--- config.mk ---
export PLATFORM = sky130hd
export DESIGN_NAME = ps2KbTop
export DESIGN_NICKNAME = d
export VERILOG_FILES = /design/src/rtl/ps2KbPkg.sv /design/src/rtl/ps2KbTop.sv /design/src/rtl/kbMmioRegs.sv /design/src/rtl/scanCodeFifo.sv /design/src/rtl/ps2FrameRx.sv
export VERILOG_INCLUDE_DIRS = /design/src /design/src/rtl
export SDC_FILE = /design/constraint.sdc
export NUM_CORES = 1
export LEC_CHECK = 0
export BUFFER_PORTS_ARGS = -buffer_cell sky130_fd_sc_hd__buf_2
export CORE_MARGIN = 2
export CORE_UTILIZATION = 40
export DETAILED_ROUTE_END_ITERATION = 10
export PLACE_DENSITY = 0.55
export RECOVER_POWER = 25
export SYNTH_ARGS = -nofsm -noshare
export SYNTH_HDL_FRONTEND = slang
export SYNTH_SLANG_ARGS = --single-unit
--- constraint.sdc ---
create_clock -name clock -period 7.2 [get_ports clock]
set_clock_uncertainty 0.1 [all_clocks]
set_input_delay 1.44 -clock clock [delete_from_list [all_inputs] [get_ports clock]]
set_output_delay 1.44 -clock clock [all_outputs]
set_load 0.03 [all_outputs]
--- src/rtl/kb_consts.svh ---
/*
 * PS/2 keyboard controller constants.
 * Queue depth, register map and receiver idle timeout.
 */

`ifndef KB_CONSTS_SVH
`define KB_CONSTS_SVH

// scan codes held in the receive queue
`define KB_FIFO_DEPTH	16

// register block base, bits above bit 3 must match
`define KB_MMIO_BASE	32'hF000_E040

// word offsets within the block, taken from address bits [3:2]
`define KB_REG_DATA		2'd0
`define KB_REG_STATUS	2'd2

// system clocks without a PS/2 clock edge before a partial frame is dropped
`define KB_IDLE_CYCLES	2000

`endif
--- src/rtl/ps2KbPkg.sv ---
/*
 * PS/2 keyboard controller types.
 * Receiver push word, error counters, MMIO request and response,
 * and the two decodings of the MMIO read word.
 */

package ps2KbPkg;

	// receiver to queue
	typedef struct packed {
		logic			valid;
		logic [7:0]		code;
	} scanPush_t;

	// both counters saturate at 255
	typedef struct packed {
		logic [7:0]		errCount;
		logic [7:0]		overrunCount;
	} rxErrors_t;

	// opm bits are carried for bus compatibility only
	typedef struct packed {
		logic			read;
		logic			write;
		logic [31:0]	addr;
		logic [4:0]		opm;
	} mmioReq_t;

	typedef struct packed {
		logic			ok;
		logic [31:0]	word;
	} mmioRsp_t;

	// DATA register view
	typedef struct packed {
		logic [22:0]	zero;
		logic			valid;
		logic [7:0]		code;
	} mmioData_t;

	// STATUS register view
	typedef struct packed {
		logic [2:0]		zeroHi;
		logic [4:0]		level;
		logic [7:0]		overrunCount;
		logic [7:0]		errCount;
		logic [6:0]		zeroLo;
		logic			nonEmpty;
	} mmioStatus_t;

	typedef union packed {
		mmioData_t		dataView;
		mmioStatus_t	statusView;
	} mmioWord_u;

endpackage

--- src/rtl/ps2KbTop.sv ---
/*
 * PS/2 keyboard controller top.
 * Receive-only frame receiver, scan-code queue and MMIO registers.
 */

`timescale 1ns/1ps

module ps2KbTop import ps2KbPkg::*; (
	input  logic		clock,
	input  logic		rst_i,
	input  logic		ps2Clk_i,
	input  logic		ps2Data_i,
	input  mmioReq_t	mmioReq_i,
	output mmioRsp_t	mmioRsp_o
);

	scanPush_t		scanPush;
	rxErrors_t		rxErrors;
	logic			creditRet;
	logic			clearErrors;
	logic			pop;
	logic [7:0]		head;
	logic			empty;
	logic [4:0]		level;

	ps2FrameRx frameRx_i (
		.clock			(clock),
		.rst_i			(rst_i),
		.ps2Clk_i		(ps2Clk_i),
		.ps2Data_i		(ps2Data_i),
		.creditRet_i	(creditRet),
		.clearErrors_i	(clearErrors),
		.push_o			(scanPush),
		.errors_o		(rxErrors)
	);

	scanCodeFifo fifo_i (
		.clock			(clock),
		.rst_i			(rst_i),
		.push_i			(scanPush),
		.pop_i			(pop),
		.head_o			(head),
		.empty_o		(empty),
		.level_o		(level),
		.creditRet_o	(creditRet)
	);

	kbMmioRegs regs_i (
		.clock			(clock),
		.rst_i			(rst_i),
		.mmioReq_i		(mmioReq_i),
		.head_i			(head),
		.empty_i		(empty),
		.level_i		(level),
		.errors_i		(rxErrors),
		.pop_o			(pop),
		.clearErrors_o	(clearErrors),
		.mmioRsp_o		(mmioRsp_o)
	);

endmodule

--- src/rtl/kbMmioRegs.sv ---
/*
 * Keyboard register block.
 * Decodes MMIO requests against the base address, returns DATA and
 * STATUS words one cycle later, pops the queue on DATA reads and
 * clears the error counters on STATUS writes.
 */

`timescale 1ns/1ps

`include "kb_consts.svh"

module kbMmioRegs import ps2KbPkg::*; (
	input  logic		clock,
	input  logic		rst_i,
	input  mmioReq_t	mmioReq_i,
	input  logic [7:0]	head_i,
	input  logic		empty_i,
	input  logic [4:0]	level_i,
	input  rxErrors_t	errors_i,
	output logic		pop_o,
	output logic		clearErrors_o,
	output mmioRsp_t	mmioRsp_o
);

	localparam logic [31:0] Base = `KB_MMIO_BASE;

	logic				hit;
	logic [1:0]			offset;
	logic				rdReq;
	logic				wrReq;
	mmioWord_u			rdWord;

	logic				rspOk;
	logic [31:0]		rspWord;

	assign hit = (mmioReq_i.addr[31:4] == Base[31:4]);
	assign offset = mmioReq_i.addr[3:2];
	assign rdReq = mmioReq_i.read && hit;
	assign wrReq = mmioReq_i.write && hit;

	// read word, decoded per register
	always_comb
	begin
		rdWord = '0;
		if (rdReq && offset == `KB_REG_DATA)
		begin
			rdWord.dataView.valid	= !empty_i;
			rdWord.dataView.code	= empty_i ? 8'h00 : head_i;
		end
		else if (rdReq && offset == `KB_REG_STATUS)
		begin
			rdWord.statusView.level			= level_i;
			rdWord.statusView.overrunCount	= errors_i.overrunCount;
			rdWord.statusView.errCount		= errors_i.errCount;
			rdWord.statusView.nonEmpty		= !empty_i;
		end
	end

	// head is consumed in the same cycle it is captured
	assign pop_o = rdReq && (offset == `KB_REG_DATA) && !empty_i;
	assign clearErrors_o = wrReq && (offset == `KB_REG_STATUS);

	always_ff @(posedge clock)
	begin
		if (rst_i)
			rspOk <= 1'b0;
		else
			rspOk <= rdReq || wrReq;
	end

	always_ff @(posedge clock)
	begin
		rspWord <= rdWord;
	end

	assign mmioRsp_o = '{ok: rspOk, word: rspWord};

	// status level and non-empty flag come from two queue outputs that must agree
	levelMatchesEmpty: assert property (@(posedge clock) disable iff (rst_i)
		empty_i == (level_i == '0));

endmodule

--- src/rtl/scanCodeFifo.sv ---
/*
 * Scan-code queue.
 * Circular buffer between the frame receiver and the register block.
 * Head is read combinationally, each accepted pop returns one credit.
 */

`timescale 1ns/1ps

`include "kb_consts.svh"

module scanCodeFifo import ps2KbPkg::*; #(
	parameter int DEPTH = `KB_FIFO_DEPTH
) (
	input  logic		clock,
	input  logic		rst_i,
	input  scanPush_t	push_i,
	input  logic		pop_i,
	output logic [7:0]	head_o,
	output logic		empty_o,
	output logic [4:0]	level_o,
	output logic		creditRet_o
);

	localparam int AddrW = $clog2(DEPTH);

	logic [7:0]			mem [DEPTH];
	logic [AddrW-1:0]	wrPtr;
	logic [AddrW-1:0]	rdPtr;
	logic [AddrW:0]		count;
	logic				full;
	logic				doPush;
	logic				doPop;
	logic				creditRet;

	assign full = (count == (AddrW+1)'(DEPTH));
	assign empty_o = (count == '0);

	assign doPush = push_i.valid && !full;
	assign doPop = pop_i && !empty_o;

	always_ff @(posedge clock)
	begin
		if (doPush)
			mem[wrPtr] <= push_i.code;
	end

	always_ff @(posedge clock)
	begin
		if (rst_i)
		begin
			wrPtr	<= '0;
			rdPtr	<= '0;
			count	<= '0;
		end
		else
		begin
			if (doPush)
				wrPtr <= wrPtr + 1'b1;
			if (doPop)
				rdPtr <= rdPtr + 1'b1;
			if (doPush && !doPop)
				count <= count + 1'b1;
			else if (!doPush && doPop)
				count <= count - 1'b1;
		end
	end

	// credit goes back the cycle after the pop
	always_ff @(posedge clock)
	begin
		if (rst_i)
			creditRet <= 1'b0;
		else
			creditRet <= doPop;
	end

	assign head_o = mem[rdPtr];
	assign level_o = 5'(count);
	assign creditRet_o = creditRet;

	// receiver credits should keep pushes away from a full queue
	noPushFull: assert property (@(posedge clock) disable iff (rst_i)
		push_i.valid |-> !full);

	// register block only pops when it saw data
	noPopEmpty: assert property (@(posedge clock) disable iff (rst_i)
		pop_i |-> !empty_o);

endmodule

--- src/rtl/ps2FrameRx.sv ---
/*
 * PS/2 frame receiver.
 * Synchronizes the PS/2 lines, shifts in 11-bit frames on falling clock
 * edges, checks start, stop and odd parity, and pushes good scan codes
 * to the queue while credits remain. Keeps saturating error counters.
 */

`timescale 1ns/1ps

`include "kb_consts.svh"

module ps2FrameRx import ps2KbPkg::*; (
	input  logic		clock,
	input  logic		rst_i,
	input  logic		ps2Clk_i,
	input  logic		ps2Data_i,
	input  logic		creditRet_i,
	input  logic		clearErrors_i,
	output scanPush_t	push_o,
	output rxErrors_t	errors_o
);

	localparam int CreditW = $clog2(`KB_FIFO_DEPTH + 1);
	localparam int IdleW = $clog2(`KB_IDLE_CYCLES + 1);
	localparam logic [CreditW-1:0] CreditMax = CreditW'(`KB_FIFO_DEPTH);
	localparam logic [IdleW-1:0] IdleMax = IdleW'(`KB_IDLE_CYCLES);

	logic [1:0]			clkSync;
	logic [1:0]			dataSync;
	logic				clkPrev;
	logic				fallEdge;

	logic [10:0]		window;
	logic [10:0]		nextWindow;
	logic [3:0]			bitCount;
	logic [IdleW-1:0]	idleCount;

	logic				frameDone;
	logic				frameOk;
	logic				take;

	logic [CreditW-1:0]	creditCount;
	logic [7:0]			errCount;
	logic [7:0]			overrunCount;

	logic				pushValid;
	logic [7:0]			pushCode;

	// two-flop synchronizers, lines idle high
	always_ff @(posedge clock)
	begin
		if (rst_i)
		begin
			clkSync	<= 2'b11;
			clkPrev	<= 1'b1;
		end
		else
		begin
			clkSync	<= {clkSync[0], ps2Clk_i};
			clkPrev	<= clkSync[1];
		end
	end

	always_ff @(posedge clock)
	begin
		dataSync <= {dataSync[0], ps2Data_i};
	end

	assign fallEdge = clkPrev && !clkSync[1];

	// bits arrive lsb first, start bit ends up in window[0]
	assign nextWindow = {dataSync[1], window[10:1]};

	assign frameDone = fallEdge && (bitCount == 4'd10);
	assign frameOk = !nextWindow[0] && nextWindow[10] && (^nextWindow[9:1]);
	assign take = frameDone && frameOk && (creditCount != '0);

	always_ff @(posedge clock)
	begin
		if (fallEdge)
			window <= nextWindow;
	end

	// bit counter with idle timeout
	always_ff @(posedge clock)
	begin
		if (rst_i)
		begin
			bitCount	<= '0;
			idleCount	<= '0;
		end
		else if (fallEdge)
		begin
			bitCount	<= (bitCount == 4'd10) ? 4'd0 : bitCount + 4'd1;
			idleCount	<= '0;
		end
		else
		begin
			if (idleCount == IdleMax)
				bitCount <= '0;
			else
				idleCount <= idleCount + 1'b1;
		end
	end

	// one credit per queue slot
	always_ff @(posedge clock)
	begin
		if (rst_i)
			creditCount <= CreditMax;
		else if (take && !creditRet_i)
			creditCount <= creditCount - 1'b1;
		else if (!take && creditRet_i)
			creditCount <= creditCount + 1'b1;
	end

	always_ff @(posedge clock)
	begin
		if (rst_i || clearErrors_i)
		begin
			errCount		<= '0;
			overrunCount	<= '0;
		end
		else if (frameDone)
		begin
			if (!frameOk && errCount != 8'hFF)
				errCount <= errCount + 8'd1;
			// good frame with no room, device cannot be held off
			if (frameOk && creditCount == '0 && overrunCount != 8'hFF)
				overrunCount <= overrunCount + 8'd1;
		end
	end

	always_ff @(posedge clock)
	begin
		if (rst_i)
			pushValid <= 1'b0;
		else
			pushValid <= take;
	end

	always_ff @(posedge clock)
	begin
		if (frameDone)
			pushCode <= nextWindow[8:1];
	end

	assign push_o = '{valid: pushValid, code: pushCode};
	assign errors_o = '{errCount: errCount, overrunCount: overrunCount};

	// queue must never hand back more credits than it has slots
	creditBound: assert property (@(posedge clock) disable iff (rst_i)
		creditCount <= CreditMax);

endmodule

==> results of run 1 <==
[per-stage QoR]
stage / setup WS [ns] / instances / cell area [sq um] / total power, mW
floorplan: 2.32 / 629 / 9240 / 1.48
global placement: 1.81 / 954 / 9840 / 1.49
detailed placement: 1.74 / 954 / 9840 / 1.49
CTS: 2.26 / 1000 / 10700 / 2.80
global route: 2.04 / 1000 / 10700 / 2.87
finish: 2.28 / 1000 / 10700 / 2.78
[power groups by stage]
stage | clock, mW | sequential (mW) | combinational [mW]
floorplan | 0 | 1.46 | 0.0231
global placement | 0 | 1.46 | 0.0346
detailed placement | 0 | 1.46 | 0.0352
CTS | 1.34 | 1.43 | 0.0356
global route | 1.40 | 1.43 | 0.0390
finish | 1.32 | 1.43 | 0.0353
[layer usage]
layer  global-route usage [%]  vias up
met5                        0        -
met4                     4.72        0
met3                     2.42       40
met2                     25.4      123
met1                     20.3     2561
li1                         -     2453
[state kept, by name, indices dropped and copies added, names as in the netlist, 4 cells and up, named ones only]
register,count
fifo_i.level_o,5
fifo_i.mem,128
fifo_i.rdPtr,4
fifo_i.wrPtr,4
frameRx_i.bitCount,4
frameRx_i.creditCount,5
frameRx_i.errCount,8
frameRx_i.idleCount,11
frameRx_i.overrunCount,8
frameRx_i.pushCode,8
frameRx_i.window,10
regs_i.rspWord,29
[cells in the mapped netlist (2+ instances only)]
library cell               count  area share (%)
sky130_fd_sc_hd__or4_1         6            0.49
sky130_fd_sc_hd__and2_1       18             1.2
sky130_fd_sc_hd__nand4b_1      3            0.28
sky130_fd_sc_hd__inv_1        17            0.69
sky130_fd_sc_hd__xor2_1       16             1.5
sky130_fd_sc_hd__mux2i_1       5            0.54
sky130_fd_sc_hd__o21ai_0      10            0.54
sky130_fd_sc_hd__nor3_1       17            0.92
sky130_fd_sc_hd__mux4_2       39             9.5
sky130_fd_sc_hd__edfxtp_1    146              47
sky130_fd_sc_hd__buf_1         4            0.16
sky130_fd_sc_hd__clkbuf_1     15            0.61
sky130_fd_sc_hd__a21oi_1      24             1.3
sky130_fd_sc_hd__nor4b_1       2            0.19
sky130_fd_sc_hd__nand4_1       6            0.41
sky130_fd_sc_hd__o31ai_1       4            0.33
sky130_fd_sc_hd__nor4_1        4            0.27
sky130_fd_sc_hd__buf_2         4            0.22
sky130_fd_sc_hd__a21o_1        2            0.16
sky130_fd_sc_hd__xnor2_1      15             1.4
sky130_fd_sc_hd__nor4b_2       2            0.33
sky130_fd_sc_hd__nand2b_1      6            0.41
sky130_fd_sc_hd__nand2_1      20            0.81
sky130_fd_sc_hd__nand3_1      13            0.70
sky130_fd_sc_hd__or2_2         3            0.20
sky130_fd_sc_hd__and3_1        4            0.27
sky130_fd_sc_hd__nor2_1       71             2.9
sky130_fd_sc_hd__buf_4         4            0.33
sky130_fd_sc_hd__o21a_1        2            0.16
sky130_fd_sc_hd__nor2b_1      12            0.81
sky130_fd_sc_hd__nand3b_1      2            0.16
sky130_fd_sc_hd__dfxtp_1      90              20
sky130_fd_sc_hd__fa_1          2            0.43
sky130_fd_sc_hd__or3_1         7            0.47
sky130_fd_sc_hd__ha_1         19             2.6
[kinds of logic after synthesis]
group,synth area share [%]
AO/OA/AOI/OAI,2.75
XOR/XNOR,3.44
adder cells (fa/ha/maj),3.01
buffers and inverters,2.01
flip-flops,67.0
multiplexers,10.4
other,0.0406
AND/OR/NAND/NOR,11.3
[worst paths after layout]
kind / end / cells past startpoint / slack, ns
worst min-delay path: frameRx_i.dataSync[1] / 0 / 0.23
worst min register to register: frameRx_i.dataSync[1] / 0 / 0.23
worst max register to register: fifo_i.level_o[4] / 12 / 3.51
worst max-delay path: fifo_i.level_o[4] / 14 / 2.28
[final cells by class]
cell class	count	area [sq um]
clock inverters	13	140
clock buffers	33	717
inverters	17	63.8
repair buffers	67	340
multi-input cells	349	2890
well taps	285	357
flip-flops and latches	236	6190
fillers	1974	11900
==> results.json, run 1 <==
{
  "result_of_the_run": "complete, no violations",
  "final_antenna_net_count": 0,
  "slew_viol_final": 0,
  "highest_layer": "met4",
  "grt_first_pass_wirelength_um": 28400,
  "synth_seq_cells": 236,
  "fin_tns_setup_ns": 0,
  "die_h_um": 156,
  "path_delay_family": "simple AND/OR/NAND/NOR gates",
  "numClockSinks": 236,
  "tightest_slew_ns": 1.09,
  "area_overhead_vs_synth_pct": 15.8,
  "floorplan.rows": 55,
  "timing.fmax_mhz": 203,
  "clock_power_share_pct": 47.3,
  "floorplan_die_area_sq_um": 24300,
  "wl_per_cell_um": 17.8,
  "finalNetCount": 760,
  "power.static_leakage_nw": 3.71,
  "met2RoutedLength_um": 8620,
  "largest_incremental_delay_on_the_critical_path_ns": 0.75,
  "worst_hold_path_type": "register to register",
  "critical_path.slowest_cell": "sky130_fd_sc_hd__or3_1",
  "postSynth.topFlopCell": "sky130_fd_sc_hd__edfxtp_1",
  "drt_iter0_drc": 286,
  "count_of_flip_flops_with_a_built_in_enable_after_synthesis": 146,
  "layout_commonest_cell": "sky130_fd_sc_hd__edfxtp_1",
  "route.detailed.vias_per_inst": 5.18,
  "drive_gt1_share_pct": 22.1,
  "top_level_ports": 76,
  "num_cts_buffers": 25,
  "netlist_instances": 627,
  "route.final.wire_length_um": 17800,
  "timing.critical_path.cells": "buf_2 > nor4_1 > nand4_1 > or4_1 > or3_1 > ha_1 > inv_1 > ha_1 > nor2b_1 > o21a_1 > or3_1 > a21oi_1 > xnor2_1 > nor2_1",
  "buffer_ports.inserted": 65,
  "ctsHtreeMaxLevel": 1,
  "synth_area_sq_um": 9230,
  "cts_root_buffer": "sky130_fd_sc_hd__clkbuf_16",
  "grt_pass1_vias": 5296,
  "start_util_pct": 40.8,
  "cts.path.max_buffers": 3,
  "place.detailed.hpwl_um": 11300,
  "detailed_route_via_count": 5177,
  "total_gr_overflow": 0,
  "syn_avg_cell_area_sq_um": 14.7,
  "cellInternalPower_mw": 2.25,
  "track_usage_pct": 15.1,
  "met1_length_um": 8010,
  "hold_slack_ns": 0.226,
  "grt_antenna_before_repair": 0,
  "grt_max_degree": 33,
  "hold_path_startpoint": "frameRx_i.dataSync[0]",
  "r2r_start": "fifo_i.level_o[3]",
  "cp.buffers_inverters": 2,
  "synth-seq-area-share_pct": 67.0,
  "async_flop_share_pct": 0,
  "pd_cells_nw_per_um2": 260,
  "holdBufCountCts": 0,
  "drt_drc_violations_left": 0,
  "worst_path_clk_slew_ns": 0.06,
  "gp_congestion": 0.794,
  "slew_limit_headroom_pct": 27.1,
  "startpoint_type": "primary input",
  "crit_path_arrival_time_ns": 5.20,
  "switching_share_pct": 19.2,
  "met3RoutedLength_um": 650,
  "setup.worst_path.start": "mmioReq_i[10]",
  "finalCritPeriodShare_pct": 68.3,
  "fp.coreArea_sq_um": 22600,
  "yosysWarningCount": 0,
  "comb_power_share_pct": 1.3,
  "number_of_hold_violations_in_the_final_report": 0,
  "post_cts.repair.setup_buffers": 0,
  "seq_power_share_pct": 51.4,
  "p_sw_uw": 533,
  "period_needed_ns": 4.92,
  "first_pass_iters": 4,
  "diodes": 0,
  "worstSetupPathType": "primary input to register",
  "endpoint_kind": "register",
  "layout_common_cells": "146 x sky130_fd_sc_hd__edfxtp_1, 88 x sky130_fd_sc_hd__dfxtp_1, 71 x sky130_fd_sc_hd__nor2_1",
  "tritoncts": "done",
  "post-route-util_pct": 47.2,
  "critical_path_required_ns": 7.48,
  "grt_setup_unrepaired": "no",
  "worstSkewPairLatency_ns": 0.52,
  "crit_fanout": 16,
  "synth.distinct_cells": 48,
  "vdd.ir_drop.worst_uv": 149,
  "post_cts_resized": 0,
  "maxCapViolCount": 0,
  "report.final.setup_viol": 0,
  "die_width_um": 156
}
No activity file was read; power rests on OpenSTA's default activity.
==> inputs of run 2 (changes only) <==
==> constraint.sdc (replaced) <==
create_clock -name clock -period 4.75 [get_ports clock]
set_clock_uncertainty 0.1 [all_clocks]
set_input_delay 0.95 -clock clock [delete_from_list [all_inputs] [get_ports clock]]
set_output_delay 0.95 -clock clock [all_outputs]
set_load 0.03 [all_outputs]
==> results.json, run 2 (synthesis gave the netlist of run 1 again) <==
{
  "result_of_the_run": "complete, no violations",
  "hold_slack_ns": 0.226,
  "largest_register_ffs": 128,
  "cts_root_buffer": "sky130_fd_sc_hd__clkbuf_16",
  "worstSetupPathType": "primary input to register",
  "drive_gt1_share_pct": 21.9,
  "reg_top3": "fifo_i.mem: 128 flops, regs_i.rspWord: 29 flops, frameRx_i.idleCount: 11 flops",
  "cellInternalPower_mw": 3.32,
  "slew_viol_final": 0,
  "holdBufCountCts": 0,
  "period_needed_ns": 3.88,
  "die_width_um": 156,
  "timing.fmax_mhz": 258,
  "grt_antenna_before_repair": 0,
  "cts.path.max_buffers": 3,
  "route.final.wire_length_um": 17900,
  "startpoint_type": "primary input",
  "switching_share_pct": 19.1,
  "number_of_hold_violations_in_the_final_report": 0,
  "floorplan_die_area_sq_um": 24300,
  "numClockSinks": 236,
  "tightest_slew_ns": 1.02,
  "worst_hold_path_type": "register to register",
  "post_cts.repair.setup_buffers": 0,
  "post-route-util_pct": 47.1,
  "buffer_ports.inserted": 65,
  "largest_incremental_delay_on_the_critical_path_ns": 0.56,
  "tritoncts": "done",
  "die_h_um": 156,
  "total_power_mw": 4.11,
  "worstSkewPairLatency_ns": 0.51,
  "post_cts_resized": 0,
  "area_overhead_vs_synth_pct": 15.4,
  "report.final.setup_viol": 0,
  "crit_fanout": 4,
  "layout_commonest_cell": "sky130_fd_sc_hd__edfxtp_1",
  "floorplan.rows": 55,
  "grt_max_degree": 33,
  "critical_path.slowest_cell": "sky130_fd_sc_hd__or4_1",
  "first_pass_iters": 7,
  "final_antenna_net_count": 0,
  "timing.critical_path.cells": "buf_2 > nor4_1 > nand4_1 > or4_1 > or3_1 > ha_1 > inv_1 > ha_1 > nor2b_1 > o21a_1 > or3_1 > a21oi_1 > xnor2_1 > nor2_1",
  "grt_first_pass_wirelength_um": 28200,
  "place.detailed.hpwl_um": 11500,
  "gp_congestion": 0.784,
  "num_cts_buffers": 24,
  "wl_per_cell_um": 17.9,
  "finalCritPeriodShare_pct": 81.7,
  "clock_power_share_pct": 46.0,
  "detailed_route_via_count": 5178,
  "critical_path_required_ns": 5.03,
  "comb_power_share_pct": 1.3,
  "worst_path_clk_slew_ns": 0.06,
  "ctsHtreeMaxLevel": 1,
  "top_level_ports": 76,
  "track_usage_pct": 15.0,
  "fp.coreArea_sq_um": 22600,
  "p_sw_uw": 783,
  "instance_count_after_placement_with_tap_cells_included": 958,
  "seq_power_share_pct": 52.7,
  "grt_pass1_vias": 5288,
  "grt_setup_unrepaired": "no",
  "final_cell_count_no_fill": 1001,
  "finalNetCount": 763,
  "fin_tns_setup_ns": 0,
  "top_register": "fifo_i.mem",
  "start_util_pct": 40.8,
  "route.detailed.vias_per_inst": 5.17,
  "slew_limit_headroom_pct": 31.5,
  "total_gr_overflow": 0,
  "maxCapViolCount": 0,
  "layout_common_cells": "146 x sky130_fd_sc_hd__edfxtp_1, 88 x sky130_fd_sc_hd__dfxtp_1, 71 x sky130_fd_sc_hd__nor2_1",
  "diodes": 0,
  "vdd.ir_drop.worst_uv": 198,
  "endpoint_kind": "register",
  "timing.final.ws_setup_ns": 0.871,
  "drt_drc_violations_left": 0,
  "crit_path_arrival_time_ns": 4.16,
  "dp_worst_setup_slack_ns": 0.337,
  "pd_cells_nw_per_um2": 386,
  "power.static_leakage_nw": 3.69,
  "postPlaceCellArea_sq_um": 9860,
  "final_cell_area_sq_um": 10700,
  "drt_iter0_drc": 294
}
-- run 2: cell types whose count changed in the layout (fill, tap and decap cells not counted), sizes merged --
cell | before | now
buf | 67 | 71
clkbuf | 33 | 32
clkinv | 8 | 6
-- run 2: worst paths after layout --
| check | depth (start not counted) | slack [ns] | startpoint | endpoint |
|---|---|---|---|---|
| min | 0 | 0.23 | frameRx_i.dataSync[0] | frameRx_i.dataSync[1] |
| max reg2reg | 14 | 1.33 | frameRx_i.window[4] | frameRx_i.creditCount[4] |
| min reg2reg | 0 | 0.23 | frameRx_i.dataSync[0] | frameRx_i.dataSync[1] |
| max | 14 | 0.87 | mmioReq_i[10] | fifo_i.level_o[4] |
-- run 2: power by group through the flow --
stage	clock network [mW]	logic [mW]	registers [mW]
floorplan	0	0.0350	2.21
global placement	0	0.0525	2.21
detailed placement	0	0.0547	2.21
CTS	1.94	0.0549	2.16
global route	2.01	0.0596	2.16
finish	1.89	0.0540	2.16
-- run 2: worst max-delay path: cells and delay by family --
family	cells	cell delay, ns
AOI/OAI and AO/OA	2	0.36
xor gates and xnor gates	1	0.14
adders and majority gates	2	0.52
buffers and inverters	2	0.21
and+or+nand+nor	7	1.97
-- run 2: cell type report --
| cell class | instances | area [sq um] |
|---|---|---|
| clock inverters | 11 | 134 |
| fillers | 1985 | 12000 |
| well taps | 285 | 357 |
| clock buffers | 32 | 662 |
| multi-input cells | 349 | 2880 |
| flip-flops and latches | 236 | 6190 |
| inverters | 17 | 63.8 |
| repair buffers | 71 | 370 |
-- run 2: metal layers --
layer | global-route usage, % | up-vias | share of wire, %
met5 | 0 | - | 0
met1 | 20.0 | 2560 | 46
met3 | 2.47 | 41 | 4.1
met2 | 25.1 | 124 | 47
li1 | - | 2453 | -
met4 | 5.02 | 0 | 2.9
==> inputs of run 3 (changes only) <==
==> constraint.sdc (replaced) <==
create_clock -name clock -period 3.8 [get_ports clock]
set_clock_uncertainty 0.1 [all_clocks]
set_input_delay 0.76 -clock clock [delete_from_list [all_inputs] [get_ports clock]]
set_output_delay 0.76 -clock clock [all_outputs]
set_load 0.03 [all_outputs]
==> results.json, run 3 (synthesis gave the netlist of run 1 again) <==
{
  "result_of_the_run": "complete, no violations",
  "start_util_pct": 40.8,
  "drt_drc_violations_left": 0,
  "tightest_slew_ns": 0.849,
  "crit_path_arrival_time_ns": 3.77,
  "holdBufCountCts": 0,
  "comb_power_share_pct": 1.3,
  "worstSkewPairLatency_ns": 0.52,
  "grt_max_degree": 32,
  "total_gr_overflow": 0,
  "num_cts_buffers": 26,
  "period_needed_ns": 3.49,
  "worstSetupPathType": "primary input to register",
  "largest_incremental_delay_on_the_critical_path_ns": 0.49,
  "post_cts_resized": 0,
  "route.final.wire_length_um": 16200,
  "final_cell_area_sq_um": 10800,
  "area_overhead_vs_synth_pct": 17.5,
  "grt_setup_unrepaired": "no",
  "path_delay_family": "simple AND/OR/NAND/NOR gates",
  "layout_common_cells": "146 x sky130_fd_sc_hd__edfxtp_1, 89 x sky130_fd_sc_hd__dfxtp_1, 71 x sky130_fd_sc_hd__nor2_1",
  "layout_commonest_cell": "sky130_fd_sc_hd__edfxtp_1",
  "final_cell_count_no_fill": 1016,
  "gp_congestion": 0.759,
  "report.final.setup_viol": 0,
  "floorplan_die_area_sq_um": 24300,
  "pd_cells_nw_per_um2": 483,
  "diodes": 0,
  "die_width_um": 156,
  "largest_register_ffs": 128,
  "route.detailed.vias_per_inst": 4.99,
  "critical_path_required_ns": 4.08,
  "tritoncts": "done",
  "final_antenna_net_count": 0,
  "buffer_ports.inserted": 65,
  "timing.critical_path.cells": "buf_2 > nor4b_2 > nand4_1 > or4_1 > or3_1 > ha_4 > inv_4 > ha_4 > nor2b_4 > o21a_1 > or3_1 > a21oi_2 > xnor2_1 > nor2_1",
  "seq_power_share_pct": 51.6,
  "endpoint_kind": "register",
  "timing.final.ws_setup_ns": 0.315,
  "crit_fanout": 4,
  "finalCritPeriodShare_pct": 91.7,
  "grt_first_pass_wirelength_um": 25800,
  "place.detailed.hpwl_um": 11600,
  "cts_root_buffer": "sky130_fd_sc_hd__clkbuf_16",
  "reg_top3": "fifo_i.mem: 128 flops, regs_i.rspWord: 29 flops, frameRx_i.idleCount: 11 flops",
  "regArea_sq_um": 6190,
  "floorplan.rows": 55,
  "p_sw_uw": 994,
  "dp_worst_setup_slack_ns": -0.232,
  "cts.path.max_buffers": 3,
  "first_pass_iters": 4,
  "timing.fmax_mhz": 287,
  "fp.coreArea_sq_um": 22600,
  "worst_hold_path_type": "register to register",
  "instance_count_after_placement_with_tap_cells_included": 968,
  "vdd.ir_drop.worst_uv": 255,
  "detailed_route_via_count": 5069,
  "drive_gt1_share_pct": 23.8,
  "power.static_leakage_nw": 3.78,
  "cellInternalPower_mw": 4.25,
  "startpoint_type": "primary input",
  "cp.buffers_inverters": 2,
  "multi_input_gate_area_in_the_final_layout_sq_um": 2940,
  "drt_iter0_drc": 259,
  "grt_antenna_before_repair": 0,
  "top_register": "fifo_i.mem",
  "worst_path_clk_slew_ns": 0.06,
  "number_of_hold_violations_in_the_final_report": 0,
  "fillerInstances": 1969,
  "slew_viol_final": 0,
  "clock_power_share_pct": 47.0,
  "post-route-util_pct": 47.9,
  "post_cts.repair.setup_buffers": 0,
  "slew_limit_headroom_pct": 43.3,
  "ff2ff_setup_slack_ns": 0.41,
  "maxCapViolCount": 0,
  "wl_per_cell_um": 15.9,
  "numClockSinks": 236,
  "ctsHtreeMaxLevel": 1,
  "grt_pass1_vias": 5054,
  "switching_share_pct": 19.0,
  "top_level_ports": 76,
  "die_h_um": 156,
  "finalNetCount": 775,
  "postPlaceCellArea_sq_um": 9990,
  "track_usage_pct": 13.4,
  "critical_path.slowest_cell": "sky130_fd_sc_hd__or4_1"
}
## run 3: worst paths after layout
| kind | endpoint | depth (start not counted) | startpoint |
|---|---|---|---|
| hold / removal | frameRx_i.dataSync[1] | 0 | frameRx_i.dataSync[0] |
| setup reg to reg | frameRx_i.creditCount[4] | 14 | frameRx_i.window[4] |
| hold reg to reg | frameRx_i.dataSync[1] | 0 | frameRx_i.dataSync[0] |
| setup / recovery | fifo_i.level_o[4] | 14 | mmioReq_i[14] |
## run 3: metal layers
| metal | vias up | share of wire, % | global-route usage, % |
|---|---|---|---|
| met5 | - | 0 | 0 |
| met4 | 0 | 2.0 | 3.76 |
| met3 | 23 | 3.3 | 2.36 |
| met2 | 82 | 49 | 22.9 |
| met1 | 2487 | 45 | 17.6 |
| li1 | 2477 | - | - |
## run 3: power groups by stage
| stage | logic (mW) | clock network, mW | registers, mW |
|---|---|---|---|
| floorplan | 0.0447 | 0 | 2.76 |
| global placement | 0.0689 | 0 | 2.76 |
| detailed placement | 0.0714 | 0 | 2.76 |
| CTS | 0.0715 | 2.53 | 2.71 |
| global route | 0.0781 | 2.63 | 2.71 |
| finish | 0.0702 | 2.47 | 2.71 |
## run 3: stage by stage
step	total power, mW	TNS (ns)	hold slack, ns
after floorplan	2.80	-0.157	0.210
after CTS	5.31	0	0.227
after global placement	2.83	-0.199	0.223
after detailed placement	2.83	-0.331	0.221
final	5.24	0	0.235
after global routing	5.41	0	0.230
## run 3: layout make-up
cell class,count,share of cell area [%]
Tap cell,285,3.29
Clock inverter,14,1.33
Inverter,17,0.611
Timing Repair Buffer,81,4.11
Sequential cell,236,57.0
Multi-Input combinational cell,349,27.1
Clock buffer,34,6.56
